### config.mk
export PLATFORM = sky130hd
export DESIGN_NAME = hazard_unit
export DESIGN_NICKNAME = d
export VERILOG_FILES = /design/src/design/mips_pkg.sv /design/src/design/hazard_unit.sv
export SDC_FILE = /design/constraint.sdc
export NUM_CORES = 1
export LEC_CHECK = 0
export BUFFER_PORTS_ARGS = -buffer_cell sky130_fd_sc_hd__buf_4
export CORE_AREA = 3 3 111 113
export DETAILED_ROUTE_END_ITERATION = 10
export DIE_AREA = 0 0 114 116
export GPL_TIMING_DRIVEN = 0
export PLACE_DENSITY_LB_ADDON = 0.15
export SETUP_SLACK_MARGIN = 0.02
export SLEW_MARGIN = 20
export SYNTH_ARGS = -nofsm -noshare
export SYNTH_HDL_FRONTEND = slang
export SYNTH_SLANG_ARGS = --single-unit
### constraint.sdc
create_clock -name vclk -period 1.4
set_clock_uncertainty 0.1 [all_clocks]
set_input_delay 0.21 -clock vclk [all_inputs]
set_output_delay 0.21 -clock vclk [all_outputs]
set_load 0.02 [all_outputs]
### src/design/mips_pkg.sv
package mips_pkg;

	localparam int register_count = 32;
	localparam logic [4:0] ra_index = 5'd31;

	localparam logic [5:0] op_rtype = 6'h00;
	localparam logic [5:0] op_j = 6'h02;
	localparam logic [5:0] op_jal = 6'h03;
	localparam logic [5:0] op_addi = 6'h08;
	localparam logic [5:0] op_andi = 6'h0c;
	localparam logic [5:0] op_ori = 6'h0d;
	localparam logic [5:0] op_lw = 6'h23;
	localparam logic [5:0] op_sw = 6'h2b;
	localparam logic [5:0] op_halt = 6'h3f;

	localparam logic [5:0] fn_sll = 6'h00;
	localparam logic [5:0] fn_srl = 6'h02;
	localparam logic [5:0] fn_mfhi = 6'h10;
	localparam logic [5:0] fn_mflo = 6'h12;
	localparam logic [5:0] fn_mult = 6'h18;
	localparam logic [5:0] fn_add = 6'h20;
	localparam logic [5:0] fn_sub = 6'h22;
	localparam logic [5:0] fn_and = 6'h24;
	localparam logic [5:0] fn_or = 6'h25;
	localparam logic [5:0] fn_slt = 6'h2a;

	// operand b sources and destination choices
	localparam logic [1:0] srcb_reg = 2'd0;
	localparam logic [1:0] srcb_sign = 2'd1;
	localparam logic [1:0] srcb_zero = 2'd2;
	localparam logic [1:0] dst_rt = 2'd0;
	localparam logic [1:0] dst_rd = 2'd1;
	localparam logic [1:0] dst_ra = 2'd2;

	typedef struct packed {
		logic register_write;
		logic memory_to_register;
		logic memory_write;
		logic alu_src_a; // shift amount replaces operand a
		logic [1:0] alu_src_b;
		logic [1:0] register_destination;
		logic hi_write;
		logic lo_write;
		logic [5:0] alu_function;
		logic jump;
		logic using_hi_lo;
		logic halt;
		logic [5:0] op;
		logic [4:0] rs;
		logic [4:0] rt;
		logic [4:0] rd;
		logic [4:0] sa;
		logic [31:0] sign_imm;
		logic [31:0] src_a;
		logic [31:0] src_b;
		logic [31:0] pc_plus_four;
		logic [31:0] jump_target;
	} id_ex_t;

	typedef struct packed {
		logic [31:0] alu_result;
		logic [31:0] store_data;
		logic [4:0] dest;
		logic register_write;
		logic memory_to_register;
		logic memory_write;
		logic halt;
	} ex_mem_t;

	typedef struct packed {
		logic write;
		logic [4:0] dest;
		logic [31:0] data;
	} writeback_t;

endpackage
### src/design/hazard_unit.sv
module hazard_unit
	import mips_pkg::*;
(
	input logic [4:0] rs_decode,
	input logic [4:0] rt_decode,
	input id_ex_t id_ex,
	input ex_mem_t ex_mem,
	input logic flush,
	output logic stall,
	output logic id_ex_clear,
	output logic forward_a,
	output logic forward_b
);

	logic ex_mem_forwardable;

	// a load in execute has no data yet, so its consumer waits one cycle
	assign stall = id_ex.memory_to_register &&
		(id_ex.rt == rs_decode || id_ex.rt == rt_decode);

	assign id_ex_clear = stall || flush;

	assign ex_mem_forwardable = ex_mem.register_write && !ex_mem.memory_to_register &&
		(ex_mem.dest != 5'd0);

	assign forward_a = ex_mem_forwardable && (ex_mem.dest == id_ex.rs);
	assign forward_b = ex_mem_forwardable && (ex_mem.dest == id_ex.rt);

endmodule

==> impl_metrics.ini <==
[status]
status = complete, but fails checks
violations = negative setup slack

[critical_path]
worst_setup_path_end_kind = primary output
critical-path-top-delay-family = simple AND/OR/NAND/NOR gates
cp_slowest_cell = sky130_fd_sc_hd__or4_4
cp_max_fo = 2
cpPeakStageDelay_ns = 0.54
crit_buf_inv = 2
worstSetupStartpointType = primary input
worst_ep_required_time_ns = 1.09
worst_ep_arrival_time_ns = 1.23
worstSetupPathType = primary input to primary output
list_of_cells_traversed_by_the_critical_path = buf_8 > or4_4 > o21ai_4 > nor4_2 > buf_4

[layout]
stdcell_count = 212
layout.core_utilization_pct = 7.35
antenna_cells = 0
final_nets = 360
final-seq-area_sq_um = 0
drive_above_1_share_pct = 68.1
layout.cells.most_common_list = sky130_fd_sc_hd__buf_4, sky130_fd_sc_hd__xnor2_1, sky130_fd_sc_hd__xor2_1, sky130_fd_sc_hd__xnor2_2
synthToLayoutAreaGrowth_pct = 224
nFillCells = 1362
design_area_sq_um = 840
layout.cells.most_common = sky130_fd_sc_hd__buf_4
multi_input_comb_area_sq_um = 359
flops_and_latches = 0
nClkBuffers = 0

[timing]
finalHoldViolations = 0
final.setup.worst_slack_ns = -0.143
timing.fmax_mhz = 648
post-route-period-util_pct = 110
tightest_pin_transition_ns = 0.218
unrepaired_setup_endpoints_after_global_routing = true
hold_slack_ns = 0.611
post-route-min-period_ns = 1.54
final-max-slew-violation-count = 0
total_setup_violations_reported_at_the_end_of_the_flow = 2
slew-limit-headroom_pct = 85.4

[global_route]
grt_max_degree = 4
globalRouteTotalUtil_pct = 2.60
number_of_global_route_vias_before_repair = 424
grt_pass1_wl_um = 2580
grt_antenna_before_repair = 0
gr-total-overflow = 0

[drt]
drc = 0
ant_nets = 0
routed-via-count = 374
wirelength_um = 1800
route.detailed.vias_per_inst = 1.76
drt_first_iter_violations = 7
wire_per_inst_um = 8.48
dr.pass1.iters = 4

[synth]
netlist_instances = 34
synth_top_cell_by_area = sky130_fd_sc_hd__xnor2_1
post_synth.cell_area_avg_sq_um = 7.62
syn-num-nets = 323
netlist_area_sq_um = 259
yosysUniqueCellTypes = 12
synth-warning-count = 0
fraction_of_post_synthesis_cell_area_in_the_top_cell_type_by_area_pct = 54.1
netlist_top_cells_area = sky130_fd_sc_hd__xnor2_1, sky130_fd_sc_hd__xor2_1, sky130_fd_sc_hd__nand4_1
synth.yosys.seq_area_share_pct = 0

[clock_tree]
holdBufCountCts = 0

[placed_design]
place_congestion = 0.586
place_area_sq_um = 686
dp.cells = 210
hpwlAfterDp_um = 1740
port_buffers = 33
dp_worst_setup_slack_ns = -0.197

[flow_run]
drv.max_cap_violation_count = 0

[pwr]
power.ir.vdd_worst_uv = 88.0
leakagePower_nw = 0.293
power.density_nw_per_um2 = 257

[floorplanning]
height_of_the_die_um = 116
num_io_pins = 293
die-area_sq_um = 13200
placeableCoreArea_sq_um = 11400
die_w_um = 114
start_util_pct = 2.27
row_cnt = 39

[min_path]
min-delay-path-class = primary input to primary output
whs_endpoint = id_ex_clear
holdCritStartpoint = flush
whs_path_depth = 4
==> per-stage QoR <==
step | power, W | setup TNS [ns]
finish | 0.000216 | -0.269
global route | 0.000237 | -0.338
CTS | 0.000200 | -0.331
detailed placement | 0.000171 | -0.759
global placement | 0.000170 | -0.730
floorplan | 0.0000659 | -0.100
==> worst max-delay path by stage <==
stage / slack [ns] / from / cells after the start / to
2_1_floorplan: -0.05 / ex_mem[3] / 3 / forward_a
3_3_place_gp: -0.20 / ex_mem[7] / 5 / forward_b
3_5_place_dp: -0.20 / ex_mem[7] / 5 / forward_b
4_1_cts: -0.18 / ex_mem[5] / 5 / forward_b
5_1_grt: -0.17 / ex_mem[5] / 5 / forward_b
6_report: -0.14 / ex_mem[5] / 5 / forward_b
==> routing by layer <==
metal  vias to the layer above  track usage (%)  part of all wire, %
met1                       172             3.09                   39
met2                        13             4.72                   52
met4                         0                0                    0
li1                        189                -                    -
met5                         -                0                    0
met3                         0             1.04                  9.3
==> synthesized netlist by cell type <==
master	count
sky130_fd_sc_hd__nor4_1	2
sky130_fd_sc_hd__inv_1	1
sky130_fd_sc_hd__xnor2_1	16
sky130_fd_sc_hd__o21ai_2	1
sky130_fd_sc_hd__or4_1	1
sky130_fd_sc_hd__o22ai_1	1
sky130_fd_sc_hd__nand4_1	2
sky130_fd_sc_hd__nand3_1	2
sky130_fd_sc_hd__xor2_1	4
sky130_fd_sc_hd__nor2b_1	1
sky130_fd_sc_hd__o221ai_1	1
sky130_fd_sc_hd__nand2_1	2
==> area by class of cell <==
cell class	count	share of cell area (%)
multi-input cells	33	42.8
well taps	143	21.3
inverters	1	0.447
repair buffers	35	35.5
==> cell families (layout without fill, tap and decap cells) <==
group / after synthesis / count (layout) / synth area share, %
XOR/XNOR: 20 / 20 / 67.6
AND/OR/NAND/NOR: 10 / 10 / 21.7
AO/OA/AOI/OAI: 3 / 3 / 9.18
buffers and inverters: 1 / 36 / 1.45
==> repair_timing <==
item	CTS	global route
endpoints found under the hold margin	0	0
gates resized for setup	12	11
setup endpoints to repair	4	4
pin swaps	8	5
setup buffers	1	1
==> power breakdown <==
part / switching (W) / internal, W
logic: 0.0000846 / 0.000131
registers: 0 / 0
clock network: 0 / 0
total: 0.0000846 / 0.000131
Power figures use the tool's default switching activity.
