==> src/design/mips_pkg.sv <==
package mips_pkg;

	localparam int register_count = 32;
	localparam logic [4:0] ra_index = 5'd31;

	localparam logic [5:0] op_rtype = 6'h00;
	localparam logic [5:0] op_j = 6'h02;
	localparam logic [5:0] op_jal = 6'h03;
	localparam logic [5:0] op_addi = 6'h08;
	localparam logic [5:0] op_andi = 6'h0c;
	localparam logic [5:0] op_ori = 6'h0d;
	localparam logic [5:0] op_lw = 6'h23;
	localparam logic [5:0] op_sw = 6'h2b;
	localparam logic [5:0] op_halt = 6'h3f;

	localparam logic [5:0] fn_sll = 6'h00;
	localparam logic [5:0] fn_srl = 6'h02;
	localparam logic [5:0] fn_mfhi = 6'h10;
	localparam logic [5:0] fn_mflo = 6'h12;
	localparam logic [5:0] fn_mult = 6'h18;
	localparam logic [5:0] fn_add = 6'h20;
	localparam logic [5:0] fn_sub = 6'h22;
	localparam logic [5:0] fn_and = 6'h24;
	localparam logic [5:0] fn_or = 6'h25;
	localparam logic [5:0] fn_slt = 6'h2a;

	// operand b sources and destination choices
	localparam logic [1:0] srcb_reg = 2'd0;
	localparam logic [1:0] srcb_sign = 2'd1;
	localparam logic [1:0] srcb_zero = 2'd2;
	localparam logic [1:0] dst_rt = 2'd0;
	localparam logic [1:0] dst_rd = 2'd1;
	localparam logic [1:0] dst_ra = 2'd2;

	typedef struct packed {
		logic register_write;
		logic memory_to_register;
		logic memory_write;
		logic alu_src_a; // shift amount replaces operand a
		logic [1:0] alu_src_b;
		logic [1:0] register_destination;
		logic hi_write;
		logic lo_write;
		logic [5:0] alu_function;
		logic jump;
		logic using_hi_lo;
		logic halt;
		logic [5:0] op;
		logic [4:0] rs;
		logic [4:0] rt;
		logic [4:0] rd;
		logic [4:0] sa;
		logic [31:0] sign_imm;
		logic [31:0] src_a;
		logic [31:0] src_b;
		logic [31:0] pc_plus_four;
		logic [31:0] jump_target;
	} id_ex_t;

	typedef struct packed {
		logic [31:0] alu_result;
		logic [31:0] store_data;
		logic [4:0] dest;
		logic register_write;
		logic memory_to_register;
		logic memory_write;
		logic halt;
	} ex_mem_t;

	typedef struct packed {
		logic write;
		logic [4:0] dest;
		logic [31:0] data;
	} writeback_t;

endpackage
==> src/design/execute_stage.sv <==
module execute_stage
	import mips_pkg::*;
(
	input id_ex_t id_ex,
	input logic forward_a,
	input logic forward_b,
	input logic [31:0] forward_value,
	input logic [31:0] hi,
	input logic [31:0] lo,
	output ex_mem_t result,
	output logic hi_write,
	output logic lo_write,
	output logic [31:0] hi_in,
	output logic [31:0] lo_in,
	output logic redirect,
	output logic [31:0] redirect_target
);

	logic [31:0] reg_a;
	logic [31:0] reg_b;
	logic [31:0] a;
	logic [31:0] b;
	logic [31:0] alu_out;
	logic [63:0] product;

	assign reg_a = forward_a ? forward_value : id_ex.src_a;
	assign reg_b = forward_b ? forward_value : id_ex.src_b;
	assign a = id_ex.alu_src_a ? {27'b0, id_ex.sa} : reg_a;

	always_comb begin
		case (id_ex.alu_src_b)
			srcb_sign: b = id_ex.sign_imm;
			srcb_zero: b = {16'b0, id_ex.sign_imm[15:0]};
			default: b = reg_b;
		endcase
	end

	always_comb begin
		case (id_ex.alu_function)
			fn_sub: alu_out = a - b;
			fn_and: alu_out = a & b;
			fn_or: alu_out = a | b;
			fn_slt: alu_out = {31'b0, $signed(a) < $signed(b)};
			fn_sll: alu_out = b << a[4:0];
			fn_srl: alu_out = b >> a[4:0];
			default: alu_out = a + b;
		endcase
	end

	assign product = $signed(a) * $signed(b); // mult is signed, full 64-bit result
	assign hi_write = id_ex.hi_write;
	assign lo_write = id_ex.lo_write;
	assign hi_in = product[63:32];
	assign lo_in = product[31:0];

	always_comb begin
		result = '0;
		if (id_ex.op == op_jal) result.alu_result = id_ex.pc_plus_four; // link value
		else if (id_ex.using_hi_lo) result.alu_result = (id_ex.alu_function == fn_mfhi) ? hi : lo;
		else result.alu_result = alu_out;
		result.store_data = reg_b;
		case (id_ex.register_destination)
			dst_rd: result.dest = id_ex.rd;
			dst_ra: result.dest = ra_index;
			default: result.dest = id_ex.rt;
		endcase
		result.register_write = id_ex.register_write;
		result.memory_to_register = id_ex.memory_to_register;
		result.memory_write = id_ex.memory_write;
		result.halt = id_ex.halt;
	end

	assign redirect = id_ex.jump;
	assign redirect_target = id_ex.jump_target;

endmodule

==> config.mk <==
export PLATFORM = sky130hd
export DESIGN_NAME = execute_stage
export DESIGN_NICKNAME = d
export VERILOG_FILES = /design/src/design/mips_pkg.sv /design/src/design/execute_stage.sv
export SDC_FILE = /design/constraint.sdc
export NUM_CORES = 2
export LEC_CHECK = 0
export ABC_CLOCK_PERIOD_IN_PS = 13200
export BUFFER_PORTS_ARGS = -buffer_cell sky130_fd_sc_hd__buf_2
export CAP_MARGIN = 20
export CORE_MARGIN = 2
export CORE_UTILIZATION = 38
export DETAILED_ROUTE_END_ITERATION = 10
export PLACE_DENSITY = 0.66
export SYNTH_ARGS = -nofsm -noshare
export SYNTH_HDL_FRONTEND = slang
export SYNTH_SLANG_ARGS = --single-unit
==> constraint.sdc <==
create_clock -name vclk -period 13.2
set_clock_uncertainty 0.1 [all_clocks]
set_input_delay 2.64 -clock vclk [all_inputs]
set_output_delay 2.64 -clock vclk [all_outputs]
set_load 0.005 [all_outputs]
==> out/metrics.cfg <==
[die]
die_w_um=349.6
ios=475
rows=126
coreArea_sq_um=118200
dieHeight_um=349.6
initial_core_util=0.3838
die-area_sq_um=122200

[worst_setup_path]
slowest_delay_ns=0.58
startpoint_type=primary input
cpMaxStageDelayCell=fa_1
cp.arrival_ns=10.98
cp_common_cell=fa_1
path_max_fanout=8
worstSetupEndpointType=output port
critPathKind=primary input to output port
required_ns=10.46

[routing]
drt-total-wl_mm=191.1
drtPass1Iterations=6
drc=0
num_vias=43460
ant_nets=0
drt-wirelength-per-cell_um=23.96
via_per_inst=5.447
drt_iter0_markers=4217

[finish]
drive_above_1_share=0.2788
layout.cells.non_filler=7978
seq_cells=0
register_area_sq_um=0
nFillCells=11020
clock_buffer_count=0
syn_to_final_growth_pct=29.50
final_nets=8117
diodes=0

[synth]
ys_warn_count=0
avgSynthCellArea_sq_um=8.337
ys_seq_area_frac=0
ys_types=87
synth_area_sq_um=45380
netlist_instances=5443
synth_fp_nets=7116

[job]
drv_cap=0

[placement]
dp.final_hpwl_mm=159.4
portBuffers=392
dp_cells=7869
place.gp.congestion=1.029

[grt]
grt_max_degree=63
grt_pass1_vias=45180
met2_usage=0.4900
antenna_found_initial=3
busiest_layer=met2
gr-total-overflow=0
grt_pass1_wl_mm=283.1
grt_util_met3=0.06602
grt_util_all_layers=0.3084
met1_usage=0.4004

[status]
status=finished, violations left
violations=negative setup slack

[timing]
fin_ws_ns=-0.5181
fmax_mhz=72.90
setup_viol=25
worst_slew_pin_slew_ns=1.380
drv_slew=0
whs_ns=5.180
rsz0062_at_grt=yes
min_period_ns=13.72
fin_crit_sh=1.039
maxSlewHeadroom=0.08015
hold_viol_final=0

[min_path]
hold_path.class=primary input to output port

[cts]
cts-hold-fix-buffers=0

-- cell families after synthesis --
group / count (synthesis) / synth area share
fa+ha+maj: 1370 / 0.5571
simple gates: 1550 / 0.1380
compound gates: 736 / 0.1081
mux: 213 / 0.04938
buf+inv: 1463 / 0.1260
xor+xnor: 111 / 0.02143
-- per-stage QoR --
step	utilization	cell area (sq um)	worst slack, ns	TNS [ns]
finish	0.4970	58760	-0.5181	-7.021
global route	0.4970	58760	-0.7041	-13.18
CTS	0.4874	57630	-0.5534	-6.471
detailed placement	0.4680	55330	-1.195	-23.56
global placement	0.4680	55330	-1.071	-20.71
floorplan	-	45480	-0.06243	-0.06243
-- synthesized netlist by cell type (9+ instances only) --
library cell / instances / area share
nand2_1: 615 / 0.051
o211ai_1: 28 / 0.0046
a31oi_1: 21 / 0.0029
nor2_1: 734 / 0.061
o221ai_1: 12 / 0.0023
buf_1: 71 / 0.0059
xor2_1: 27 / 0.0052
a221oi_1: 19 / 0.0037
a211oi_1: 52 / 0.0086
nor3_1: 42 / 0.0046
inv_1: 1080 / 0.089
ha_1: 286 / 0.079
mux2i_1: 150 / 0.033
or3_1: 9 / 0.0012
nand4_1: 17 / 0.0023
a22o_1: 21 / 0.0041
buf_4: 42 / 0.0069
clkbuf_1: 202 / 0.017
mux2_2: 53 / 0.013
o22ai_1: 20 / 0.0028
xnor2_1: 84 / 0.016
a221o_1: 15 / 0.0033
a21oi_1: 214 / 0.024
nor2b_1: 19 / 0.0026
a2111oi_0: 9 / 0.0017
a21o_1: 58 / 0.0096
and3_1: 15 / 0.0021
o21a_1: 9 / 0.0015
nand2b_1: 11 / 0.0015
inv_2: 11 / 0.00091
clkinv_1: 21 / 0.0017
fa_1: 1084 / 0.48
o21bai_1: 29 / 0.0048
buf_2: 32 / 0.0035
o21ai_0: 120 / 0.013
o31ai_1: 11 / 0.0018
nand3_1: 44 / 0.0049
-- cell type report --
cell class	count	area, sq um	share of cell area
multi-input combinational	3980	41560	0.7073
timing repair buffer	1350	11030	0.1877
tap	1536	1922	0.03271
inverter	1112	4249	0.07231
-- metal layers --
metal,share of wire,wire [um]
met1,0.38,72320
met2,0.45,86750
met3,0.11,20400
met4,0.061,11610
met5,0.00014,26
-- worst max-delay path, delay by kind of cell --
family / cells / cell delay [ns]
buffers and inverters: 15 / 1.92
xor gates and xnor gates: 1 / 0.15
muxes: 1 / 0.30
adders and majority gates: 9 / 4.28
AOI/OAI and AO/OA: 6 / 1.19
and+or+nand+nor: 4 / 0.44
-- cells in the final DEF, fill, tap and decap left out, types with 12 or more instances in the layout --
cell type | Yosys | layout
xnor2_1 | 84 | 78
inv_1 | 1080 | 1038
a21oi_4 | 0 | 12
nand4_1 | 17 | 17
buf_4 | 42 | 770
nor3_1 | 42 | 32
a221oi_1 | 19 | 18
a211oi_1 | 52 | 38
ha_4 | 0 | 38
o211ai_1 | 28 | 28
a221o_1 | 15 | 15
nor2b_1 | 19 | 14
inv_2 | 11 | 41
fa_2 | 0 | 54
buf_12 | 0 | 103
buf_6 | 4 | 67
nor2_2 | 0 | 45
o21bai_1 | 29 | 27
buf_2 | 32 | 387
mux2i_1 | 150 | 149
nor2_1 | 734 | 674
xor2_1 | 27 | 24
mux2_2 | 53 | 53
ha_2 | 0 | 12
nand3_1 | 44 | 42
ha_1 | 286 | 236
a31oi_1 | 21 | 20
o21ai_0 | 120 | 99
nand2_1 | 615 | 610
o21ai_1 | 6 | 13
fa_1 | 1084 | 1030
o22ai_1 | 20 | 20
nor2_4 | 0 | 15
a21oi_1 | 214 | 180
clkinv_1 | 21 | 18
a21o_1 | 58 | 58
a21oi_2 | 0 | 22
-- final timing paths --
kind	start	endpoint	slack, ns	depth (start not counted)
setup / recovery	forward_b	hi_in[25]	-0.52	36
hold / removal	id_ex[0]	redirect_target[0]	5.18	0
-- what timing repair did --
action                     in CTS  in global routing
pin swaps                     166                136
cloned                          9                  4
gates resized for setup       346                198
setup endpoints to repair      36                 35
buffers inserted               77                 38
Power is left out: the tool's default activity adds up to more than one toggle a clock period on the data nets, which glitch-free logic cannot reach.
