`src/design/mips_pkg.sv`:
```
package mips_pkg;

	localparam int register_count = 32;
	localparam logic [4:0] ra_index = 5'd31;

	localparam logic [5:0] op_rtype = 6'h00;
	localparam logic [5:0] op_j = 6'h02;
	localparam logic [5:0] op_jal = 6'h03;
	localparam logic [5:0] op_addi = 6'h08;
	localparam logic [5:0] op_andi = 6'h0c;
	localparam logic [5:0] op_ori = 6'h0d;
	localparam logic [5:0] op_lw = 6'h23;
	localparam logic [5:0] op_sw = 6'h2b;
	localparam logic [5:0] op_halt = 6'h3f;

	localparam logic [5:0] fn_sll = 6'h00;
	localparam logic [5:0] fn_srl = 6'h02;
	localparam logic [5:0] fn_mfhi = 6'h10;
	localparam logic [5:0] fn_mflo = 6'h12;
	localparam logic [5:0] fn_mult = 6'h18;
	localparam logic [5:0] fn_add = 6'h20;
	localparam logic [5:0] fn_sub = 6'h22;
	localparam logic [5:0] fn_and = 6'h24;
	localparam logic [5:0] fn_or = 6'h25;
	localparam logic [5:0] fn_slt = 6'h2a;

	// operand b sources and destination choices
	localparam logic [1:0] srcb_reg = 2'd0;
	localparam logic [1:0] srcb_sign = 2'd1;
	localparam logic [1:0] srcb_zero = 2'd2;
	localparam logic [1:0] dst_rt = 2'd0;
	localparam logic [1:0] dst_rd = 2'd1;
	localparam logic [1:0] dst_ra = 2'd2;

	typedef struct packed {
		logic register_write;
		logic memory_to_register;
		logic memory_write;
		logic alu_src_a; // shift amount replaces operand a
		logic [1:0] alu_src_b;
		logic [1:0] register_destination;
		logic hi_write;
		logic lo_write;
		logic [5:0] alu_function;
		logic jump;
		logic using_hi_lo;
		logic halt;
		logic [5:0] op;
		logic [4:0] rs;
		logic [4:0] rt;
		logic [4:0] rd;
		logic [4:0] sa;
		logic [31:0] sign_imm;
		logic [31:0] src_a;
		logic [31:0] src_b;
		logic [31:0] pc_plus_four;
		logic [31:0] jump_target;
	} id_ex_t;

	typedef struct packed {
		logic [31:0] alu_result;
		logic [31:0] store_data;
		logic [4:0] dest;
		logic register_write;
		logic memory_to_register;
		logic memory_write;
		logic halt;
	} ex_mem_t;

	typedef struct packed {
		logic write;
		logic [4:0] dest;
		logic [31:0] data;
	} writeback_t;

endpackage
```
`src/design/pipe_register.sv`:
```
module pipe_register
	import mips_pkg::*;
#(
	parameter type payload_t = ex_mem_t
) (
	input logic clk,
	input logic reset,
	input logic clear,
	input payload_t d,
	output payload_t q
);

	payload_t cleared;

	always_comb begin
		cleared = '0;
		cleared.halt = q.halt; // halt is held through a clear, only reset drops it
	end

	always_ff @(posedge clk, posedge reset) begin
		if (reset) q <= '0;
		else if (clear) q <= cleared;
		else q <= d;
	end

endmodule

```
`config.mk`:
```
export PLATFORM = sky130hd
export DESIGN_NAME = pipe_register
export DESIGN_NICKNAME = d
export VERILOG_FILES = /design/src/design/mips_pkg.sv /design/src/design/pipe_register.sv
export SDC_FILE = /design/constraint.sdc
export NUM_CORES = 1
export LEC_CHECK = 0
export BUFFER_PORTS_ARGS = -buffer_cell sky130_fd_sc_hd__buf_2
export CAP_MARGIN = 40
export CORE_ASPECT_RATIO = 1.4
export CORE_MARGIN = 3
export CORE_UTILIZATION = 45
export DETAILED_ROUTE_END_ITERATION = 8
export GPL_TIMING_DRIVEN = 0
export PLACE_DENSITY = 0.89
export SETUP_SLACK_MARGIN = 0.05
export SLEW_MARGIN = 20
export SYNTH_ARGS = -nofsm -noshare
export SYNTH_HDL_FRONTEND = slang
export SYNTH_SLANG_ARGS = --single-unit
```
`constraint.sdc`:
```
create_clock -name clk -period 3.4 [get_ports clk]
set_input_delay 0.34 -clock clk [delete_from_list [all_inputs] [get_ports clk]]
set_output_delay 0.34 -clock clk [all_outputs]
set_load 0.02 [all_outputs]
```
==> impl_metrics.py, run 1 <==
metrics = {
    "outcome": {
        "run_status": "completed",
    },
    "yosys": {
        "ys_seq_area_share_pct": 78.12,
        "syn_avg_cell_area_sq_um": 15.09,
        "ys_warn_count": 0,
        "synth.distinct_cells": 6,
        "synth_nets": 231,
        "syn_area_sq_um": 2338,
        "syn-instance-count": 155,
        "yosys_register_bits": 73,
    },
    "clock_tree": {
        "cts_tree": "yes",
        "clk_latency_ns": 0.33,
        "cts_resized": 0,
        "clk_pin_slew_ns": 0.07,
        "cts_setup_buffers": 0,
        "ctsHoldBuffers": 0,
        "cts_buffers": 9,
        "cts_root_buffer": "clkbuf_8",
        "cts_sinks": 73,
        "ctsHtreeMaxLevel": 3,
        "clk_path_buf_depth": 2,
    },
    "power_and_ir_drop": {
        "p_switching_w": 0.0004447,
        "p_per_area_nw_per_um2": 552.4,
        "p_leak_nw": 1.902,
        "pwr-share-clk_pct": 39.4,
        "p_seq_share_pct": 49.1,
        "sw_frac_of_total_pct": 23.64,
        "ir_drop_mv": 0.3941,
        "pwr-share-comb_pct": 11.5,
        "intPower_w": 0.001436,
    },
    "timing": {
        "slew_headroom_pct": 71.68,
        "clock.fmax_ghz": 0.8225,
        "worstMarginPinSlew_ns": 0.4248,
        "finalCritPeriodShare_pct": 35.76,
        "setup_violations": 0,
        "hold_viol": 0,
        "fin_skew_ns": 0,
        "slew_violations": 0,
        "rsz0062_at_grt": "false",
        "fin_setup_tns_ns": 0,
        "finalCriticalPeriod_ns": 1.216,
    },
    "critical_path": {
        "critPathLaunch": "q[0]",
        "worstPathArrival_ns": 0.88,
        "crit_type": "reg2out",
        "crit_buf_inv": 1,
        "path_max_fanout": 2,
        "cpPeakStageDelay_ns": 0.38,
        "end_kind": "primary output",
        "cpMaxStageDelayCell": "dfrtp_1",
        "r2r_start": "q[0]",
        "critPathTopFamily": "flip-flops",
        "r2r_slack_ns": 2.64,
        "cp.required_ns": 3.06,
        "cp_cell_sequence": "buf_2",
        "worst_setup_path_start_kind": "register",
        "timing.rr.end": "q[0]",
        "reg2reg_depth": 1,
    },
    "drt": {
        "wl_um": 5268,
        "via_count": 1669,
        "ant_nets": 0,
        "routedWlPerCell_um": 13.75,
        "drtPass1Iterations": 4,
        "drt_iter0_drc": 85,
        "drc": 0,
        "vias_per_cell": 4.358,
    },
    "cells_and_area": {
        "nFillCells": 363,
        "largest_registers": "q x73",
        "final_cell_mix": "154 x buf_2, 73 x dfrtp_1, 72 x nor2b_1, 10 x clkbuf_8, 2 x bufinv_16",
        "final_cells": 383,
        "diodes": 0,
        "largest_reg_flops": 73,
        "multi_input_area_sq_um": 465.4,
        "final_nets": 390,
        "final_common_cell": "buf_2",
        "top_register": "q",
        "drive_gt1_share_pct": 54.55,
        "area_growth_syn_to_layout_pct": 45.59,
        "seqCellArea_sq_um": 1827,
    },
    "job": {
        "drv_cap": 0,
    },
    "global_routing": {
        "busiest_layer": "met2",
        "track_usage_pct": 18.23,
        "grt_pass1_vias": 1701,
        "gr-usage-met1_pct": 18.07,
        "overflow": 0,
        "grt_pass1_wl_um": 7962,
        "globalRouteMet3Util_pct": 5.446,
        "antenna_found_initial": 0,
        "grt_max_degree": 40,
        "grt_use_met2_pct": 32.95,
    },
    "placed_design": {
        "dp_hpwl_um": 4244,
        "dp_cells": 367,
        "portBuffers": 147,
        "place.gp.congestion": 0.7382,
    },
    "floorplanning": {
        "num_io_pins": 149,
        "core.rowCount": 30,
        "initial_core_util_pct": 47.56,
        "die_area_sq_um": 6110,
        "die_h_um": 91.30,
        "die_w_um": 66.93,
        "core_sq_um": 4917,
    },
    "min_path": {
        "hp-class": "in2async",
    },
}
==> synthesized netlist by cell type <==
library cell / count / share of area, %
buf_2: 7 / 1.5
buf_4: 1 / 0.32
dfrtp_1: 73 / 78
inv_1: 1 / 0.16
mux2_4: 1 / 0.64
nor2b_1: 72 / 19
==> cell families (layout without fill, tap and decap cells) <==
family | count (synthesis) | after routing | synth area share (%)
and+or+nand+nor | 72 | 72 | 19.26
muxes | 1 | 1 | 0.6419
DFF | 73 | 73 | 78.12
buffers and inverters | 9 | 173 | 1.979
==> cell type report <==
cell class              instances  share of cell area [%]
flip-flops and latches         73                   53.66
repair buffers                148                   22.20
inverters                       1                  0.1838
well taps                      64                   2.352
clock buffers                  10                   4.043
plain buffers                   8                   1.250
multi-input cells              73                   13.67
clock inverters                 6                   2.646
==> worst max-delay path by stage <==
stage / endpoint / slack, ns / cells after the start
after detailed placement: q[21] / 2.43 / 3
after floorplan: q[0] / 1.21 / 1
after global placement: q[66] / 0.61 / 2
after global routing: q[0] / 2.14 / 1
after CTS: q[0] / 2.16 / 1
final: q[0] / 2.18 / 1
==> per-layer routing <==
layer  vias to the layer above  wire [um]
met1                       780       1718
met3                        11        532
met4                         0        112
met2                        96       2905
li1                        782          -
met5                         -          0
==> power by group through the flow <==
stage	combinational [W]	sequential [W]	clock (W)
final	0.000217	0.000923	0.000741
after global routing	0.000237	0.000927	0.000796
after CTS	0.000222	0.000923	0.000764
after detailed placement	0.000221	0.000941	0
after global placement	0.000211	0.000938	0
after floorplan	0.0000560	0.00100	0
==> through the flow <==
stage	worst slack (ns)	hold slack, ns	cell area, sq um	total power [W]	utilization, %
after floorplan	1.207	0.4777	2338	0.001057	-
after detailed placement	2.430	0.3777	3177	0.001162	64.61
final	2.184	0.01271	3405	0.001881	69.24
after global placement	0.6107	0.4843	3154	0.001149	64.15
after global routing	2.143	0.03430	3405	0.001960	69.24
after CTS	2.157	0.009660	3405	0.001909	69.24
(Power assumes the default switching activity.)
==> run 2: changes to the inputs <==
Settings changed: CORE_UTILIZATION 45 to 37, PLACE_DENSITY 0.89 to 0.79.
Clock period 3.4 ns to 1.05 ns, I/O delays scaled along.
==> run 2 against run 1 <==
  * Clock skew stayed put
  * Die area is 20% higher
  * Global-route usage is 0.14 points lower
  * Critical endpoint unchanged
  * Highest routed layer unchanged
==> impl_metrics.py, run 2 (same netlist as run 1, synthesis figures left out) <==
metrics = {
    "critical_path": {
        "r2r_slack_ns": 0.28,
        "cpPeakStageDelay_ns": 0.40,
        "path_max_fanout": 2,
        "cp-endpoint": "q[0]",
        "crit_type": "reg2out",
        "critPathLaunch": "q[0]",
        "reg2reg_depth": 1,
        "crit_buf_inv": 1,
        "worstPathArrival_ns": 0.86,
        "cpMaxStageDelayCell": "dfrtp_1",
        "critPathTopFamily": "flip-flops",
        "critical_path_depth": 1,
        "cp_cell_sequence": "buf_6",
        "r2r_start": "q[0]",
        "end_kind": "primary output",
        "cp.required_ns": 0.94,
        "timing.rr.end": "q[0]",
        "worst_setup_path_start_kind": "register",
    },
    "drt": {
        "drtPass1Iterations": 4,
        "wl_um": 6432,
        "drc": 0,
        "via_count": 1917,
        "drt_iter0_drc": 38,
        "routedWlPerCell_um": 14.20,
        "ant_nets": 0,
        "vias_per_cell": 4.232,
    },
    "cells_and_area": {
        "final_area_sq_um": 4073,
        "drive_gt1_share_pct": 45.43,
        "largest_reg_flops": 73,
        "diodes": 0,
        "final_common_cell": "buf_2",
        "nFillCells": 422,
        "utilization_pct": 68.03,
        "final_cell_mix": "146 x buf_2, 73 x dfrtp_1, 72 x nor2b_1, 64 x dlygate4sd3_1, 9 x clkbuf_8",
        "area_growth_syn_to_layout_pct": 74.16,
        "final_nets": 455,
        "largest_registers": "q x73",
        "top_register": "q",
    },
    "clock_tree": {
        "cts_sinks": 73,
        "cts_buffers": 9,
        "clk_path_buf_depth": 2,
        "clk_pin_slew_ns": 0.08,
        "cts_tree": "yes",
        "ctsHtreeMaxLevel": 3,
        "clk_latency_ns": 0.32,
        "cts_root_buffer": "clkbuf_8",
    },
    "global_routing": {
        "grt_max_degree": 38,
        "antenna_found_initial": 0,
        "grt_pass1_vias": 2110,
        "overflow": 0,
        "grt_pass1_wl_um": 9908,
        "track_usage_pct": 18.09,
    },
    "power_and_ir_drop": {
        "p_leak_nw": 2.162,
        "intPower_w": 0.004493,
        "p_switching_w": 0.001462,
        "pwr-share-clk_pct": 34.2,
        "power_w": 0.005955,
        "p_seq_share_pct": 50.2,
        "ir_drop_mv": 0.9913,
        "pwr-share-comb_pct": 15.6,
        "p_per_area_nw_per_um2": 1462,
        "sw_frac_of_total_pct": 24.56,
    },
    "timing": {
        "fin_ws_ns": 0.08009,
        "slew_headroom_pct": 87.25,
        "setup_violations": 0,
        "hold_viol": 0,
        "fin_skew_ns": 0,
        "clock.fmax_ghz": 1.031,
        "whs_ns": 0.01477,
        "worstMarginPinSlew_ns": 0.1913,
        "finalCriticalPeriod_ns": 0.9699,
        "rsz0062_at_grt": "true",
        "slew_violations": 0,
        "finalCritPeriodShare_pct": 92.37,
    },
    "floorplanning": {
        "core.rowCount": 33,
        "initial_core_util_pct": 39.06,
        "core_sq_um": 5987,
        "num_io_pins": 149,
        "die_w_um": 73.19,
        "die_h_um": 100.1,
        "die_area_sq_um": 7324,
    },
    "placed_design": {
        "portBuffers": 147,
        "dp_hpwl_um": 4098,
        "place_ws_ns": 0.2983,
        "place.gp.congestion": 0.7044,
        "dpl_cell_area_sq_um": 3206,
    },
    "min_path": {
        "hp-class": "in2reg",
    },
    "job": {
        "drv_cap": 0,
    },
    "outcome": {
        "run_status": "completed",
    },
}
## run 2: cell count changes in the layout (fill, tap and decap cells not counted), moves of 2 or more
cell / before / now
clkinvlp_4: 1 / 3
buf_4: 1 / 3
buf_2: 154 / 146
buf_6: 0 / 6
dlygate4sd3_1: 0 / 64
clkinv_2: 1 / 3
## run 2: per-layer routing
metal | routed length, um | up-vias | part of all wire [%] | GRT usage, %
li1 | - | 908 | - | -
met1 | 2169 | 900 | 34 | 18.07
met2 | 3571 | 93 | 56 | 32.80
met3 | 503 | 16 | 7.8 | 5.711
met4 | 188 | 0 | 2.9 | 8.807
met5 | 0 | - | 0 | 0
## run 2: layout make-up
class / count / area (sq um) / area share [%]
plain buffers: 8 / 42.54 / 1.045
clock buffers: 9 / 123.9 / 3.041
clock inverters: 6 / 60.06 / 1.475
inverters: 1 / 7.507 / 0.1843
multi-input cells: 73 / 465.4 / 11.43
flip-flops and latches: 73 / 1827 / 44.85
well taps: 70 / 87.58 / 2.151
repair buffers: 213 / 1459 / 35.82
## run 2: through the flow
step,std cells,TNS [ns]
CTS,453,0
global placement,372,-21.31
global route,453,0
floorplan,155,0
detailed placement,374,0
finish,453,0
## run 2: what timing repair did
action | CTS | global route
hold buffers | 64 | 0
setup endpoints to repair | 0 | 8
setup buffers | 0 | 0
hold endpoints to repair | 136 | 0
resized for setup | 0 | 14
## run 2: worst min-delay path by stage
stage | cells after the start | slack (ns) | to | from
final | 2 | 0.01 | q[53] | d[53]
after global routing | 2 | 0.007 | q[53] | d[53]
after CTS | 2 | 0.0008 | q[36] | d[36]
after detailed placement | 2 | 0.03 | q[11] | reset
after global placement | 2 | 0.32 | q[20] | d[20]
after floorplan | 1 | 0.24 | q[10] | d[10]
## run 2: power groups by stage
stage               clock [W]  sequential, W  combinational, W
detailed placement          0        0.00304          0.000722
global placement            0        0.00304          0.000686
CTS                   0.00211        0.00299          0.000909
floorplan                   0        0.00324          0.000182
global route          0.00222        0.00300           0.00100
finish                0.00203        0.00299          0.000928
==> run 3: changes to the inputs <==
==> constraint.sdc (replaced) <==
create_clock -name clk -period 1.05 [get_ports clk]
set_input_delay 0 -clock clk [delete_from_list [all_inputs] [get_ports clk]]
set_output_delay 0 -clock clk [all_outputs]
set_load 0.02 [all_outputs]
==> run 3 against run 2 <==
  * Non-clock buffer count grew 11
  * Critical path depth is the same
  * First-iteration DRC count grew 71%
  * Power is essentially flat
  * Combinational power grew 2%
  * Critical path type unchanged
==> impl_metrics.py, run 3 (same netlist as run 1, synthesis figures left out) <==
metrics = {
    "cells_and_area": {
        "nFillCells": 416,
        "final_cell_mix": "154 x buf_2, 75 x dlygate4sd3_1, 73 x dfrtp_1, 72 x nor2b_1, 9 x clkbuf_8",
        "final_area_sq_um": 4140,
        "largest_registers": "q x73",
        "diodes": 0,
        "largest_reg_flops": 73,
        "final_nets": 466,
        "area_growth_syn_to_layout_pct": 77.05,
        "final_common_cell": "buf_2",
        "drive_gt1_share_pct": 44.16,
        "top_register": "q",
    },
    "critical_path": {
        "cp_cell_sequence": "buf_2",
        "timing.rr.end": "q[0]",
        "crit_type": "reg2out",
        "cpPeakStageDelay_ns": 0.38,
        "path_max_fanout": 1,
        "critPathLaunch": "q[39]",
        "cpMaxStageDelayCell": "dfrtp_1",
        "critical_path_depth": 1,
        "worstPathArrival_ns": 0.86,
        "r2r_start": "q[0]",
        "reg2reg_depth": 1,
        "cp.required_ns": 1.05,
        "end_kind": "primary output",
        "worst_setup_path_start_kind": "register",
        "r2r_slack_ns": 0.31,
        "critPathTopFamily": "flip-flops",
        "crit_buf_inv": 1,
        "cp-endpoint": "q[39]",
    },
    "timing": {
        "setup_violations": 0,
        "finalCriticalPeriod_ns": 0.8646,
        "fin_skew_ns": 0,
        "rsz0062_at_grt": "false",
        "finalCritPeriodShare_pct": 82.34,
        "slew_headroom_pct": 87.07,
        "slew_violations": 0,
        "hold_viol": 0,
        "whs_ns": 0.1362,
        "fin_setup_tns_ns": 0,
        "clock.fmax_ghz": 1.157,
        "worstMarginPinSlew_ns": 0.1940,
    },
    "drt": {
        "ant_nets": 0,
        "drc": 0,
        "drt_iter0_drc": 65,
        "wl_um": 6546,
        "via_count": 2007,
        "routedWlPerCell_um": 14.11,
        "vias_per_cell": 4.325,
        "drtPass1Iterations": 4,
    },
    "floorplanning": {
        "core_sq_um": 5987,
        "num_io_pins": 149,
        "core.rowCount": 33,
        "die_area_sq_um": 7324,
        "initial_core_util_pct": 39.06,
        "die_w_um": 73.19,
        "die_h_um": 100.1,
    },
    "placed_design": {
        "place.gp.congestion": 0.7044,
        "portBuffers": 147,
        "dp_hpwl_um": 4098,
        "dpl_cell_area_sq_um": 3206,
    },
    "clock_tree": {
        "ctsHtreeMaxLevel": 3,
        "cts_root_buffer": "clkbuf_8",
        "clk_latency_ns": 0.32,
        "clk_path_buf_depth": 2,
        "cts_tree": "yes",
        "cts_buffers": 9,
        "cts_sinks": 73,
        "cts_resized": 0,
        "ctsHoldBuffers": 75,
        "clk_pin_slew_ns": 0.07,
        "cts_setup_buffers": 0,
    },
    "power_and_ir_drop": {
        "p_switching_w": 0.001459,
        "intPower_w": 0.004501,
        "power_w": 0.005960,
        "pwr-share-comb_pct": 15.9,
        "p_per_area_nw_per_um2": 1440,
        "p_seq_share_pct": 50.2,
        "pwr-share-clk_pct": 34.0,
        "sw_frac_of_total_pct": 24.48,
        "ir_drop_mv": 1.019,
        "p_leak_nw": 2.199,
    },
    "global_routing": {
        "antenna_found_initial": 0,
        "grt_pass1_wl_um": 10220,
        "grt_pass1_vias": 2181,
        "track_usage_pct": 18.48,
        "overflow": 0,
        "grt_max_degree": 38,
    },
    "job": {
        "drv_cap": 0,
    },
    "min_path": {
        "hp-class": "in2async",
    },
    "outcome": {
        "run_status": "completed",
    },
}
run 3: cell count changes in the layout (fill, tap and decap cells not counted), sizes merged:
cell and change:
dlygate4sd3 +11
run 3: layout make-up:
cell class              count  area [sq um]  share of cell area [%]
plain buffers               8         42.54                   1.028
multi-input cells          73         465.4                   11.24
clock buffers               9         123.9                   2.992
repair buffers            224          1526                   36.87
clock inverters             6         60.06                   1.451
well taps                  70         87.58                   2.115
flip-flops and latches     73          1827                   44.12
inverters                   1         7.507                  0.1813
run 3: how the worst min path moves through the flow:
| stage | start | endpoint | slack [ns] | cells past startpoint |
|---|---|---|---|---|
| after floorplan | d[10] | q[10] | 0.14 | 1 |
| after global placement | d[20] | q[20] | 0.22 | 2 |
| after detailed placement | reset | q[11] | -0.07 | 2 |
| after CTS | reset | q[11] | 0.11 | 3 |
| after global routing | reset | q[11] | 0.14 | 3 |
| final | reset | q[11] | 0.14 | 3 |
run 3: metrics by stage:
step | setup slack (ns) | instances | utilization (%)
after global placement | -0.1903 | 372 | 52.87
after floorplan | 0.2248 | 155 | -
after global routing | 0.1355 | 464 | 69.15
after detailed placement | 0.3250 | 374 | 53.54
after CTS | 0.1630 | 464 | 69.15
final | 0.1854 | 464 | 69.15
run 3: power groups by stage:
stage	clock network, W	registers, W	logic, W
2_1_floorplan	0	0.00324	0.000182
3_3_place_gp	0	0.00304	0.000686
3_5_place_dp	0	0.00304	0.000722
4_1_cts	0.00211	0.00299	0.000942
5_1_grt	0.00221	0.00300	0.00102
6_report	0.00203	0.00299	0.000945
run 3: layer usage:
metal	GRT usage, %	up-vias	wire length (um)
li1	-	930	-
met1	19.19	966	2237
met2	33.49	97	3643
met3	5.311	14	514
met4	8.239	0	150
met5	0	-	0
