==> src/design/mips_pkg.sv <==
package mips_pkg;

	localparam int register_count = 32;
	localparam logic [4:0] ra_index = 5'd31;

	localparam logic [5:0] op_rtype = 6'h00;
	localparam logic [5:0] op_j = 6'h02;
	localparam logic [5:0] op_jal = 6'h03;
	localparam logic [5:0] op_addi = 6'h08;
	localparam logic [5:0] op_andi = 6'h0c;
	localparam logic [5:0] op_ori = 6'h0d;
	localparam logic [5:0] op_lw = 6'h23;
	localparam logic [5:0] op_sw = 6'h2b;
	localparam logic [5:0] op_halt = 6'h3f;

	localparam logic [5:0] fn_sll = 6'h00;
	localparam logic [5:0] fn_srl = 6'h02;
	localparam logic [5:0] fn_mfhi = 6'h10;
	localparam logic [5:0] fn_mflo = 6'h12;
	localparam logic [5:0] fn_mult = 6'h18;
	localparam logic [5:0] fn_add = 6'h20;
	localparam logic [5:0] fn_sub = 6'h22;
	localparam logic [5:0] fn_and = 6'h24;
	localparam logic [5:0] fn_or = 6'h25;
	localparam logic [5:0] fn_slt = 6'h2a;

	// operand b sources and destination choices
	localparam logic [1:0] srcb_reg = 2'd0;
	localparam logic [1:0] srcb_sign = 2'd1;
	localparam logic [1:0] srcb_zero = 2'd2;
	localparam logic [1:0] dst_rt = 2'd0;
	localparam logic [1:0] dst_rd = 2'd1;
	localparam logic [1:0] dst_ra = 2'd2;

	typedef struct packed {
		logic register_write;
		logic memory_to_register;
		logic memory_write;
		logic alu_src_a; // shift amount replaces operand a
		logic [1:0] alu_src_b;
		logic [1:0] register_destination;
		logic hi_write;
		logic lo_write;
		logic [5:0] alu_function;
		logic jump;
		logic using_hi_lo;
		logic halt;
		logic [5:0] op;
		logic [4:0] rs;
		logic [4:0] rt;
		logic [4:0] rd;
		logic [4:0] sa;
		logic [31:0] sign_imm;
		logic [31:0] src_a;
		logic [31:0] src_b;
		logic [31:0] pc_plus_four;
		logic [31:0] jump_target;
	} id_ex_t;

	typedef struct packed {
		logic [31:0] alu_result;
		logic [31:0] store_data;
		logic [4:0] dest;
		logic register_write;
		logic memory_to_register;
		logic memory_write;
		logic halt;
	} ex_mem_t;

	typedef struct packed {
		logic write;
		logic [4:0] dest;
		logic [31:0] data;
	} writeback_t;

endpackage
==> src/design/instruction_decoder.sv <==
module instruction_decoder
	import mips_pkg::*;
(
	input logic [31:0] instr,
	input logic [31:0] pc_plus_four,
	output id_ex_t ctrl
);

	logic [5:0] op;
	logic [5:0] funct;

	assign op = instr[31:26];
	assign funct = instr[5:0];

	always_comb begin
		ctrl = '0; // register values are merged in by the top
		ctrl.op = op;
		ctrl.rs = instr[25:21];
		ctrl.rt = instr[20:16];
		ctrl.rd = instr[15:11];
		ctrl.sa = instr[10:6];
		ctrl.sign_imm = {{16{instr[15]}}, instr[15:0]};
		ctrl.pc_plus_four = pc_plus_four;
		ctrl.jump_target = {pc_plus_four[31:28], instr[25:0], 2'b00};
		case (op)
			op_rtype: begin
				ctrl.register_destination = dst_rd;
				ctrl.alu_function = funct;
				case (funct)
					fn_add, fn_sub, fn_and, fn_or, fn_slt: ctrl.register_write = 1'b1;
					fn_sll, fn_srl: begin
						ctrl.register_write = 1'b1;
						ctrl.alu_src_a = 1'b1; // sa is the shift amount, rt the value
					end
					fn_mult: begin
						ctrl.hi_write = 1'b1;
						ctrl.lo_write = 1'b1;
					end
					fn_mfhi, fn_mflo: begin
						ctrl.register_write = 1'b1;
						ctrl.using_hi_lo = 1'b1;
					end
					default: ctrl.register_write = 1'b0;
				endcase
			end
			op_addi, op_andi, op_ori: begin
				ctrl.register_write = 1'b1;
				ctrl.register_destination = dst_rt;
				ctrl.alu_src_b = (op == op_addi) ? srcb_sign : srcb_zero; // logical ops zero-extend
				ctrl.alu_function = (op == op_addi) ? fn_add : (op == op_andi) ? fn_and : fn_or;
			end
			op_lw: begin
				ctrl.register_write = 1'b1;
				ctrl.memory_to_register = 1'b1;
				ctrl.register_destination = dst_rt;
				ctrl.alu_src_b = srcb_sign;
				ctrl.alu_function = fn_add;
			end
			op_sw: begin
				ctrl.memory_write = 1'b1;
				ctrl.alu_src_b = srcb_sign;
				ctrl.alu_function = fn_add;
			end
			op_j: ctrl.jump = 1'b1;
			op_jal: begin
				ctrl.jump = 1'b1;
				ctrl.register_write = 1'b1;
				ctrl.register_destination = dst_ra;
			end
			op_halt: ctrl.halt = 1'b1;
			default: ctrl.jump = 1'b0;
		endcase
	end

endmodule

==> config.mk <==
export PLATFORM = sky130hd
export DESIGN_NAME = instruction_decoder
export DESIGN_NICKNAME = d
export VERILOG_FILES = /design/src/design/mips_pkg.sv /design/src/design/instruction_decoder.sv
export SDC_FILE = /design/constraint.sdc
export NUM_CORES = 1
export LEC_CHECK = 0
export BUFFER_PORTS_ARGS = -buffer_cell sky130_fd_sc_hd__buf_2
export CORE_AREA = 2 2 104 106
export DETAILED_ROUTE_END_ITERATION = 10
export DIE_AREA = 0 0 106 108
export PLACE_DENSITY = 0.51
export SLEW_MARGIN = 20
export SYNTH_ARGS = -nofsm -noshare
export SYNTH_HDL_FRONTEND = slang
export SYNTH_SLANG_ARGS = --single-unit
==> constraint.sdc <==
create_clock -name vclk -period 1.5
set_input_delay 0.075 -clock vclk [all_inputs]
set_output_delay 0.075 -clock vclk [all_outputs]
set_load 0.02 [all_outputs]
==> summary.md, run 1 <==
| Metric | Value |
|---|---|
| # rows | `37` |
| Fmax | `640.1 MHz` |
| DR vias/cell | `2.737` |
| Global route overflow | `0` |
| Largest area contributor in the netlist | `buf_4` |
| Worst setup margin | `-0.06227 ns` |
| Req. time, crit path | `1.42 ns` |
| Initial antenna violation count | `0` |
| VDD IR-drop max | `0.00005301 V` |
| Port bufs | `49` |
| Routed WL per cell | `9.427 µm` |
| CP top delay family | `simple AND/OR/NAND/NOR gates` |
| Top post-synthesis cells by area | `buf_4 (84%), nor4bb_1 (1.8%), and2_1 (1.5%)` |
| Final setup viols | `5` |
| Number of max-cap violations | `0` |
| First-pass GRT wire length | `3401 µm` |
| Syn Area/Cell | `7.402 µm²` |
| Die Wd | `106 µm` |
| Placed Instance Area | `968.4 µm²` |
| Worst-path cell chain | `buf_6 -> or3_4 -> or4_4 -> inv_4 -> and4_4 -> buf_4` |
| Multi-input gate area | `511.7 µm²` |
| Sequential cell area fraction in the yosys report | `0%` |
| Filler instances | `1219` |
| Vias in the first global route | `623` |
| Gpl congestion | `0.7574` |
| First-iteration detailed-routing DRC count | `32` |
| Min Tclk post-route | `1.562 ns` |
| CP Max Fanout | `9` |
| Worst hold stages | `0` |
| Final #Nets | `223` |
| Crit path kind | `in -> out` |
| Area Overhead vs Synth | `-40.05%` |
| Largest net degree at the start of global routing | `20` |
| Unrepaired setup endpoints after global routing | `yes` |
| Cell count after placement | `293` |
| Critical path depth | `6` |
| Pleak | `0.0005607 µW` |
| Status | `complete, but fails checks` |
| Starting density of the core | `16.28%` |
| Tot GR Track Use | `3.701%` |
| Sequential cell area | `0 µm²` |
| Hold_buf cts | `0` |
| Die ar. | `0.01145 mm²` |
| P per Cell Area | `308.2 mW/mm²` |
| Residual DRC count | `0` |
| Final WL | `2762 µm` |
| Crit. End Element | `primary output` |
| Share of cells above drive strength 1 | `37.58%` |
| Final max-slew violation count | `0` |
| YS warnings | `0` |
| Synth cell types | `26` |
| Die Y | `108 µm` |
| Slowest cell on crit path | `or4_4` |
| Delay of the slowest critical-path stage | `0.46 ns` |
| Endpoints failing hold | `0` |
| Placed wire-length estimate | `2377 µm` |
| Tcrit/Tclk final | `104.2%` |
| Cell area after layout | `998.5 µm²` |
| Pre-CTS WS | `-0.1098 ns` |
| Vias post-DR | `802` |
| CLK BUF | `0` |
| Final antenna-violating net count | `0` |
| Synth top area share | `84.30%` |
| FFs & Latches | `0` |
| Worst EP arrival | `1.49 ns` |
| Buf/Inv on CP | `3` |
| CP Launch Type | `input pin` |
| Synth Cell Area | `0.001665 mm²` |
| I/O pin total | `269` |
| Drt first pass iters | `4` |
| Failing checks | `setup timing` |
| Hold/Removal Path Class | `in -> out` |
| Synthesized netlist cell count | `225` |
| Setup_tns | `-0.2385 ns` |
| Core box area | `0.01023 mm²` |
| Antenna Cells | `0` |
| Final Non-Filler Cells | `293` |
| Tot Pwr | `307.7 µW` |
==> kinds of logic after synthesis <==
| logic type | synth area share (%) |
|---|---|
| AND/OR/NAND/NOR | 12.17 |
| AO/OA/AOI/OAI | 3.081 |
| buffers and inverters | 84.52 |
| other | 0.2252 |
==> metal layers <==
metal,share of wire [%],vias to the layer above,global-route usage [%]
met2,48,106,7.189
met5,0,-,0
li1,-,327,-
met1,22,325,2.309
met3,20,44,1.627
met4,10,0,4.229
==> stage by stage <==
step / hold slack, ns / utilization, %
2_1_floorplan: 0.2291 / -
4_1_cts: 0.1501 / 9.710
3_5_place_dp: 0.1501 / 9.466
3_3_place_gp: 0.1501 / 9.466
6_report: 0.1500 / 9.759
5_1_grt: 0.1500 / 9.759
==> cells in the mapped netlist (2+ instances only) <==
library cell and instances:
buf_4 187, and2_1 4, nor3_1 3, nor3b_1 3, nor4bb_1 3, a21oi_1 2
nand2b_1 2, nor2_1 2, nor4_1 2
==> final cells by class <==
class | count | area share [%]
timing repair buffer | 54 | 31.08
multi-input combinational | 102 | 51.25
inverter | 1 | 0.6266
tap | 136 | 17.04
==> final timing paths <==
check / from / end / slack [ns]
worst max-delay path: instr[28] / ctrl[195] / -0.06
worst min-delay path: pc_plus_four[2] / ctrl[34] / 0.15
==> what timing repair did <==
| item | 4_1_cts | 5_1_grt |
|---|---|---|
| gates resized for setup | 7 | 2 |
| setup endpoints to repair | 11 | 9 |
| setup buffers | 0 | 0 |
==> power breakdown <==
part | internal, µW | leakage (µW) | switching, µW
Sequential | 0 | 0 | 0
Clock | 0 | 0 | 0
Combinational | 61.1 | 0.000561 | 247
==> layout by cell type (no fill, tap or decap) <==
cell,n
conb_1,66
buf_2,41
buf_4,11
and2_1,4
nor3_1,3
nor3b_1,3
nor4bb_1,3
nor2_1,2
nand2b_1,2
a21oi_1,2
nor4_1,2
buf_6,2
nand4_1,1
nand3_1,1
or3_4,1
a211oi_1,1
or4_4,1
inv_4,1
and3b_1,1
a21o_1,1
a22o_1,1
and4b_1,1
o2bb2ai_1,1
nor2b_1,1
o32ai_2,1
and4_4,1
and3_1,1
nand2_1,1
(Power assumes the default switching activity.)
==> run 2: changes to the inputs <==
--- a/config.mk
+++ b/config.mk
@@ -5,10 +5,11 @@
 export SDC_FILE = /design/constraint.sdc
 export NUM_CORES = 1
 export LEC_CHECK = 0
+export ABC_AREA = 1
 export BUFFER_PORTS_ARGS = -buffer_cell sky130_fd_sc_hd__buf_2
-export CORE_AREA = 2 2 104 106
+export CORE_AREA = 2 2 105 107
 export DETAILED_ROUTE_END_ITERATION = 10
-export DIE_AREA = 0 0 106 108
+export DIE_AREA = 0 0 107 109
 export PLACE_DENSITY = 0.51
 export SLEW_MARGIN = 20
 export SYNTH_ARGS = -nofsm -noshare
==> summary.md, run 2 <==
| Metric | Value |
|---|---|
| Synth top area share | `82.62% (-1.7 points)` |
| Final max-slew violation count | `0 (unchanged)` |
| Min-delay src | `pc_plus_four[7]` |
| Delay of the slowest critical-path stage | `0.27 ns (-0.19 ns)` |
| Post-synth top cells | `buf_4 (187), inv_1 (17), nand2_1 (14)` |
| First-pass GRT wire length | `3243 µm (-4.6%)` |
| Pleak | `0.0006420 µW (+15%)` |
| Core box area | `0.01060 mm² (+3.6%)` |
| Worst hold stages | `0 (unchanged)` |
| Placed wire-length estimate | `2229 µm (-6.2%)` |
| Slowest cell on crit path | `nor3_1` |
| Tcrit/Tclk final | `76.36% (-28 points)` |
| Gates resized, CTS repair | `0 (-7)` |
| CP top delay family | `simple AND/OR/NAND/NOR gates` |
| Vias post-DR | `808 (+0.75%)` |
| Endpoints failing hold | `0 (unchanged)` |
| Largest area contributor in the netlist | `buf_4` |
| Sequential cell area fraction in the yosys report | `0% (unchanged)` |
| FFs & Latches | `0 (unchanged)` |
| Number of max-cap violations | `0 (unchanged)` |
| CP Max Fanout | `9 (unchanged)` |
| CP Launch Type | `input pin` |
| Initial antenna violation count | `0 (unchanged)` |
| Min Tclk post-route | `1.145 ns (-0.4169 ns)` |
| CLK BUF | `0 (unchanged)` |
| VDD IR-drop max | `0.00006100 V (+15%)` |
| # Post-CTS Setup Buffers | `0 (unchanged)` |
| YS warnings | `0 (unchanged)` |
| Synth cell types | `14 (-46%)` |
| Starting density of the core | `16.03% (-0.25 points)` |
| Most frequent cells in the layout | `conb_1 (66), buf_2 (49), inv_1 (17)` |
| Crit path kind | `in -> out` |
| Crit-path most repeated cell | `buf_2` |
| Commonest non-fill, non-tap cell in the layout | `conb_1` |
| Final setup viols | `0 (-5)` |
| Hold_buf cts | `0 (unchanged)` |
| First-iteration detailed-routing DRC count | `50 (+56%)` |
| Hold Path Sink | `ctrl[39]` |
| Req. time, crit path | `1.42 ns (about the same)` |
| Unrepaired setup endpoints after global routing | `no` |
| Final WL | `2497 µm (-9.6%)` |
| Die Y | `109 µm (+0.93%)` |
| Routed WL per cell | `7.852 µm (-17%)` |
| Final #Nets | `244 (+9.4%)` |
| Pre-CTS WS | `0.3197 ns (+0.4295 ns)` |
| Residual DRC count | `0 (unchanged)` |
| Largest net degree at the start of global routing | `20 (unchanged)` |
| Gpl congestion | `0.6663 (-12%)` |
| DR vias/cell | `2.541 (-7.2%)` |
| Hold/Removal Path Class | `in -> out` |
| Tot GR Track Use | `3.399% (-0.30 points)` |
| Fmax | `873.1 MHz (+36%)` |
| Vias in the first global route | `625 (+0.32%)` |
| Drt first pass iters | `4 (unchanged)` |
| Status | `completed` |
| Die Wd | `107 µm (+0.94%)` |
| Worst-path cell chain | `buf_2 -> nor2_1 -> nand3_4 -> nor3_1 -> buf_2` |
| Port bufs | `49 (unchanged)` |
| I/O pin total | `269 (unchanged)` |
| Global route overflow | `0 (unchanged)` |
| Syn Area/Cell | `6.769 µm² (-8.5%)` |
| Worst setup margin | `0.3546 ns (+0.4169 ns)` |
| # rows | `38 (+2.7%)` |
| P per Cell Area | `306.8 mW/mm² (-0.46%)` |
| Area Overhead vs Synth | `-43.52%` |
| Share of cells above drive strength 1 | `29.78% (-7.8 points)` |
| Synth Cell Area | `0.001699 mm² (+2.0%)` |
| Buf/Inv on CP | `2 (-1)` |
| Worst EP arrival | `1.07 ns (-0.42 ns)` |
| Sequential cell area | `0 µm² (unchanged)` |
| Top post-synthesis cells by area | `buf_4 (83%), inv_1 (3.8%), nand2_1 (3.1%)` |
| Crit. End Element | `primary output` |
| Most common cell in the synthesized netlist | `buf_4` |
| Synthesized netlist cell count | `251 (+12%)` |
| Die ar. | `0.01166 mm² (+1.9%)` |
| Antenna Cells | `0 (unchanged)` |
| Final antenna-violating net count | `0 (unchanged)` |
| Setup_tns | `0 ns (+0.2385 ns)` |
## run 2: changes by cell type after synthesis, sizes merged, moves of 2 or more
cell	before	now
inv	1	18
nor3b	3	0
nor2	2	13
nand3	1	7
nand2	1	14
nand2b	2	0
o21ai	0	2
and2	4	0
nor4bb	3	0
## run 2: cells by family (layout without fill, tap and decap cells)
family	Yosys count	count (layout)	share of synthesized area (%)
buf+inv	205	67	86.60
simple gates	42	42	12.30
compound gates	3	3	0.8834
other cells	1	66	0.2207
## run 2: power breakdown
part           switching, µW  leakage [µW]  internal, µW
sequential                 0             0             0
combinational            249      0.000642          45.5
clock                      0             0             0
## run 2: metal layers
layer  GRT usage, %  routed length, µm
met5              0                  0
met4          3.803                248
met3          2.212                518
met2          5.641               1075
met1          2.464                654
## run 2: final cells by class
cell class | count | area, µm²
well taps | 140 | 175.2
inverters | 18 | 67.56
fillers | 1283 | 9643
multi-input cells | 111 | 471.7
repair buffers | 49 | 245.2
## run 2: worst max path at each step
| stage | start | depth (start not counted) | slack, ns | endpoint |
|---|---|---|---|---|
| after global routing | instr[26] | 5 | 0.21 | ctrl[195] |
| after CTS | instr[26] | 5 | 0.32 | ctrl[195] |
| final | instr[26] | 5 | 0.35 | ctrl[195] |
| after detailed placement | instr[26] | 5 | 0.32 | ctrl[195] |
| after floorplan | instr[26] | 4 | 0.19 | ctrl[196] |
| after global placement | instr[26] | 5 | 0.33 | ctrl[195] |
## run 2: stage by stage
step	instances	instance area, µm²	hold slack [ns]	total power [µW]	util, %
2_1_floorplan	316	1943	0.2269	787.5	-
3_3_place_gp	318	959.7	0.1501	292.8	9.051
3_5_place_dp	318	959.7	0.1501	292.4	9.051
4_1_cts	318	959.7	0.1501	292.8	9.051
5_1_grt	318	959.7	0.1500	319.0	9.051
6_report	318	959.7	0.1500	294.4	9.051
==> run 3: changes to the inputs <==
--- a/config.mk
+++ b/config.mk
@@ -7,10 +7,10 @@
 export LEC_CHECK = 0
 export ABC_AREA = 1
 export BUFFER_PORTS_ARGS = -buffer_cell sky130_fd_sc_hd__buf_2
-export CORE_AREA = 2 2 105 107
+export CORE_AREA = 2 2 104 106
 export DETAILED_ROUTE_END_ITERATION = 10
-export DIE_AREA = 0 0 107 109
-export PLACE_DENSITY = 0.51
+export DIE_AREA = 0 0 106 108
+export PLACE_DENSITY = 0.53
 export SLEW_MARGIN = 20
 export SYNTH_ARGS = -nofsm -noshare
 export SYNTH_HDL_FRONTEND = slang
==> constraint.sdc (replaced) <==
create_clock -name vclk -period 1
set_input_delay 0.05 -clock vclk [all_inputs]
set_output_delay 0.05 -clock vclk [all_outputs]
set_load 0.02 [all_outputs]
==> summary.md, run 3 (same netlist as run 2, synthesis figures left out) <==
| Metric | Value |
|---|---|
| Routed WL per cell | `8.697 µm (+11%)` |
| Tcrit/Tclk final | `94.23%` |
| DR vias/cell | `2.590 (+1.9%)` |
| Worst setup margin | `0.05765 ns (-0.2970 ns)` |
| Pleak | `0.0006643 µW (+3.5%)` |
| Starting density of the core | `16.61% (+0.58 points)` |
| Placed wire-length estimate | `2365 µm (+6.1%)` |
| Status | `completed` |
| VDD IR-drop max | `0.00008972 V (+47%)` |
| # Post-CTS Setup Buffers | `0 (unchanged)` |
| Die ar. | `0.01145 mm² (-1.8%)` |
| Hold/Removal Path Class | `in -> out` |
| Pre-CTS WS | `-0.01859 ns (-0.3383 ns)` |
| Initial antenna violation count | `0 (unchanged)` |
| Buf/Inv on CP | `2 (unchanged)` |
| Placed Instance Area | `980.9 µm² (+2.2%)` |
| CP top delay family | `simple AND/OR/NAND/NOR gates` |
| Most frequent cells in the layout | `conb_1 (66), buf_2 (39), inv_1 (16)` |
| Min Tclk post-route | `0.9423 ns` |
| Commonest non-fill, non-tap cell in the layout | `conb_1` |
| First-pass GRT wire length | `3443 µm (+6.2%)` |
| Core box area | `0.01023 mm² (-3.5%)` |
| Port bufs | `49 (unchanged)` |
| Final setup viols | `0 (unchanged)` |
| Unrepaired setup endpoints after global routing | `no` |
| Number of max-cap violations | `0 (unchanged)` |
| Sequential cell area | `0 µm² (unchanged)` |
| Fmax | `1061 MHz` |
| CLK BUF | `0 (unchanged)` |
| Vias post-DR | `821 (+1.6%)` |
| Final WL | `2757 µm (+10%)` |
| Crit path kind | `in -> out` |
| Delay of the slowest critical-path stage | `0.19 ns (-0.08 ns)` |
| Cell area after layout | `0.001042 mm² (+8.6%)` |
| Drt first pass iters | `2 (-2)` |
| Final #Nets | `247 (+1.2%)` |
| Tot GR Track Use | `3.727% (+0.33 points)` |
| Worst hold slack | `0.1000 ns (-0.05000 ns)` |
| Final Non-Filler Cells | `317 (-0.31%)` |
| First-iteration detailed-routing DRC count | `42 (-16%)` |
| Vias in the first global route | `652 (+4.3%)` |
| Residual DRC count | `0 (unchanged)` |
| Worst-path cell chain | `buf_4 -> nor2_4 -> nand3_4 -> nor3_1 -> buf_2` |
| Req. time, crit path | `0.95 ns (-0.47 ns)` |
| Die Y | `108 µm (-0.92%)` |
| Final antenna-violating net count | `0 (unchanged)` |
| Antenna Cells | `0 (unchanged)` |
| Share of cells above drive strength 1 | `33.70% (+3.9 points)` |
| Crit. End Element | `primary output` |
| Slowest cell on crit path | `buf_2` |
| CP Launch Type | `input pin` |
| Gpl congestion | `0.6979 (+4.7%)` |
| # rows | `37 (-2.6%)` |
| Final max-slew violation count | `0 (unchanged)` |
| Area Overhead vs Synth | `-38.66%` |
| Largest net degree at the start of global routing | `20 (unchanged)` |
| FFs & Latches | `0 (unchanged)` |
| I/O pin total | `269 (unchanged)` |
| Worst EP arrival | `0.89 ns (-0.18 ns)` |
| Global route overflow | `0 (unchanged)` |
| P per Cell Area | `456.3 mW/mm² (+49%)` |
| Cell count after placement | `316 (-0.63%)` |
| Die Wd | `106 µm (-0.93%)` |
| Endpoints failing hold | `0 (unchanged)` |
| CP Max Fanout | `6 (-3)` |
-- run 3: changes by cell type in the layout (fill, tap and decap cells not counted), moves of 2 or more --
cell | previous run | this run
buf_4 | 0 | 9
o21ai_0 | 2 | 0
o21ai_1 | 0 | 2
buf_2 | 49 | 39
buf_6 | 0 | 3
nor3_1 | 4 | 2
-- run 3: worst paths after layout --
check  cells after the start         to        startpoint
max                        5  ctrl[201]         instr[28]
min                        0   ctrl[43]  pc_plus_four[11]
-- run 3: metrics by stage --
| stage | TNS [ns] | util, % | power [µW] |
|---|---|---|---|
| floorplan | 0 | - | 1183 |
| global placement | 0 | 9.588 | 450.6 |
| detailed placement | -0.02098 | 9.588 | 450.1 |
| CTS | 0 | 9.612 | 451.9 |
| global route | 0 | 10.19 | 512.0 |
| finish | 0 | 10.19 | 475.5 |
-- run 3: repair_timing --
item | CTS | global route
endpoints found under the setup margin | 2 | 8
pin swaps | 0 | 6
cloned | 0 | 1
hold buffers | 0 | 0
resized for setup | 1 | 23
-- run 3: cell type report --
class / count / area (µm²)
fillers: 1229 / 9189
multi-input cells: 112 / 508.0
repair buffers: 51 / 296.5
well taps: 136 / 170.2
inverters: 18 / 67.56
-- run 3: report_power, final --
group / leakage [µW] / total [µW] / internal (µW) / switching [µW]
Sequential: 0 / 0 / 0 / 0
Combinational: 0.000664 / 476 / 86.7 / 389
Clock: 0 / 0 / 0 / 0
Total: 0.000664 / 476 / 86.7 / 389
-- run 3: layer usage --
layer | wire length, µm | track usage [%] | up-vias | part of all wire (%)
met1 | 753 | 3.499 | 325 | 27
met4 | 277 | 4.323 | 0 | 10
li1 | - | - | 368 | -
met2 | 1291 | 5.806 | 94 | 47
met3 | 434 | 1.507 | 34 | 16
met5 | 0 | 0 | - | 0
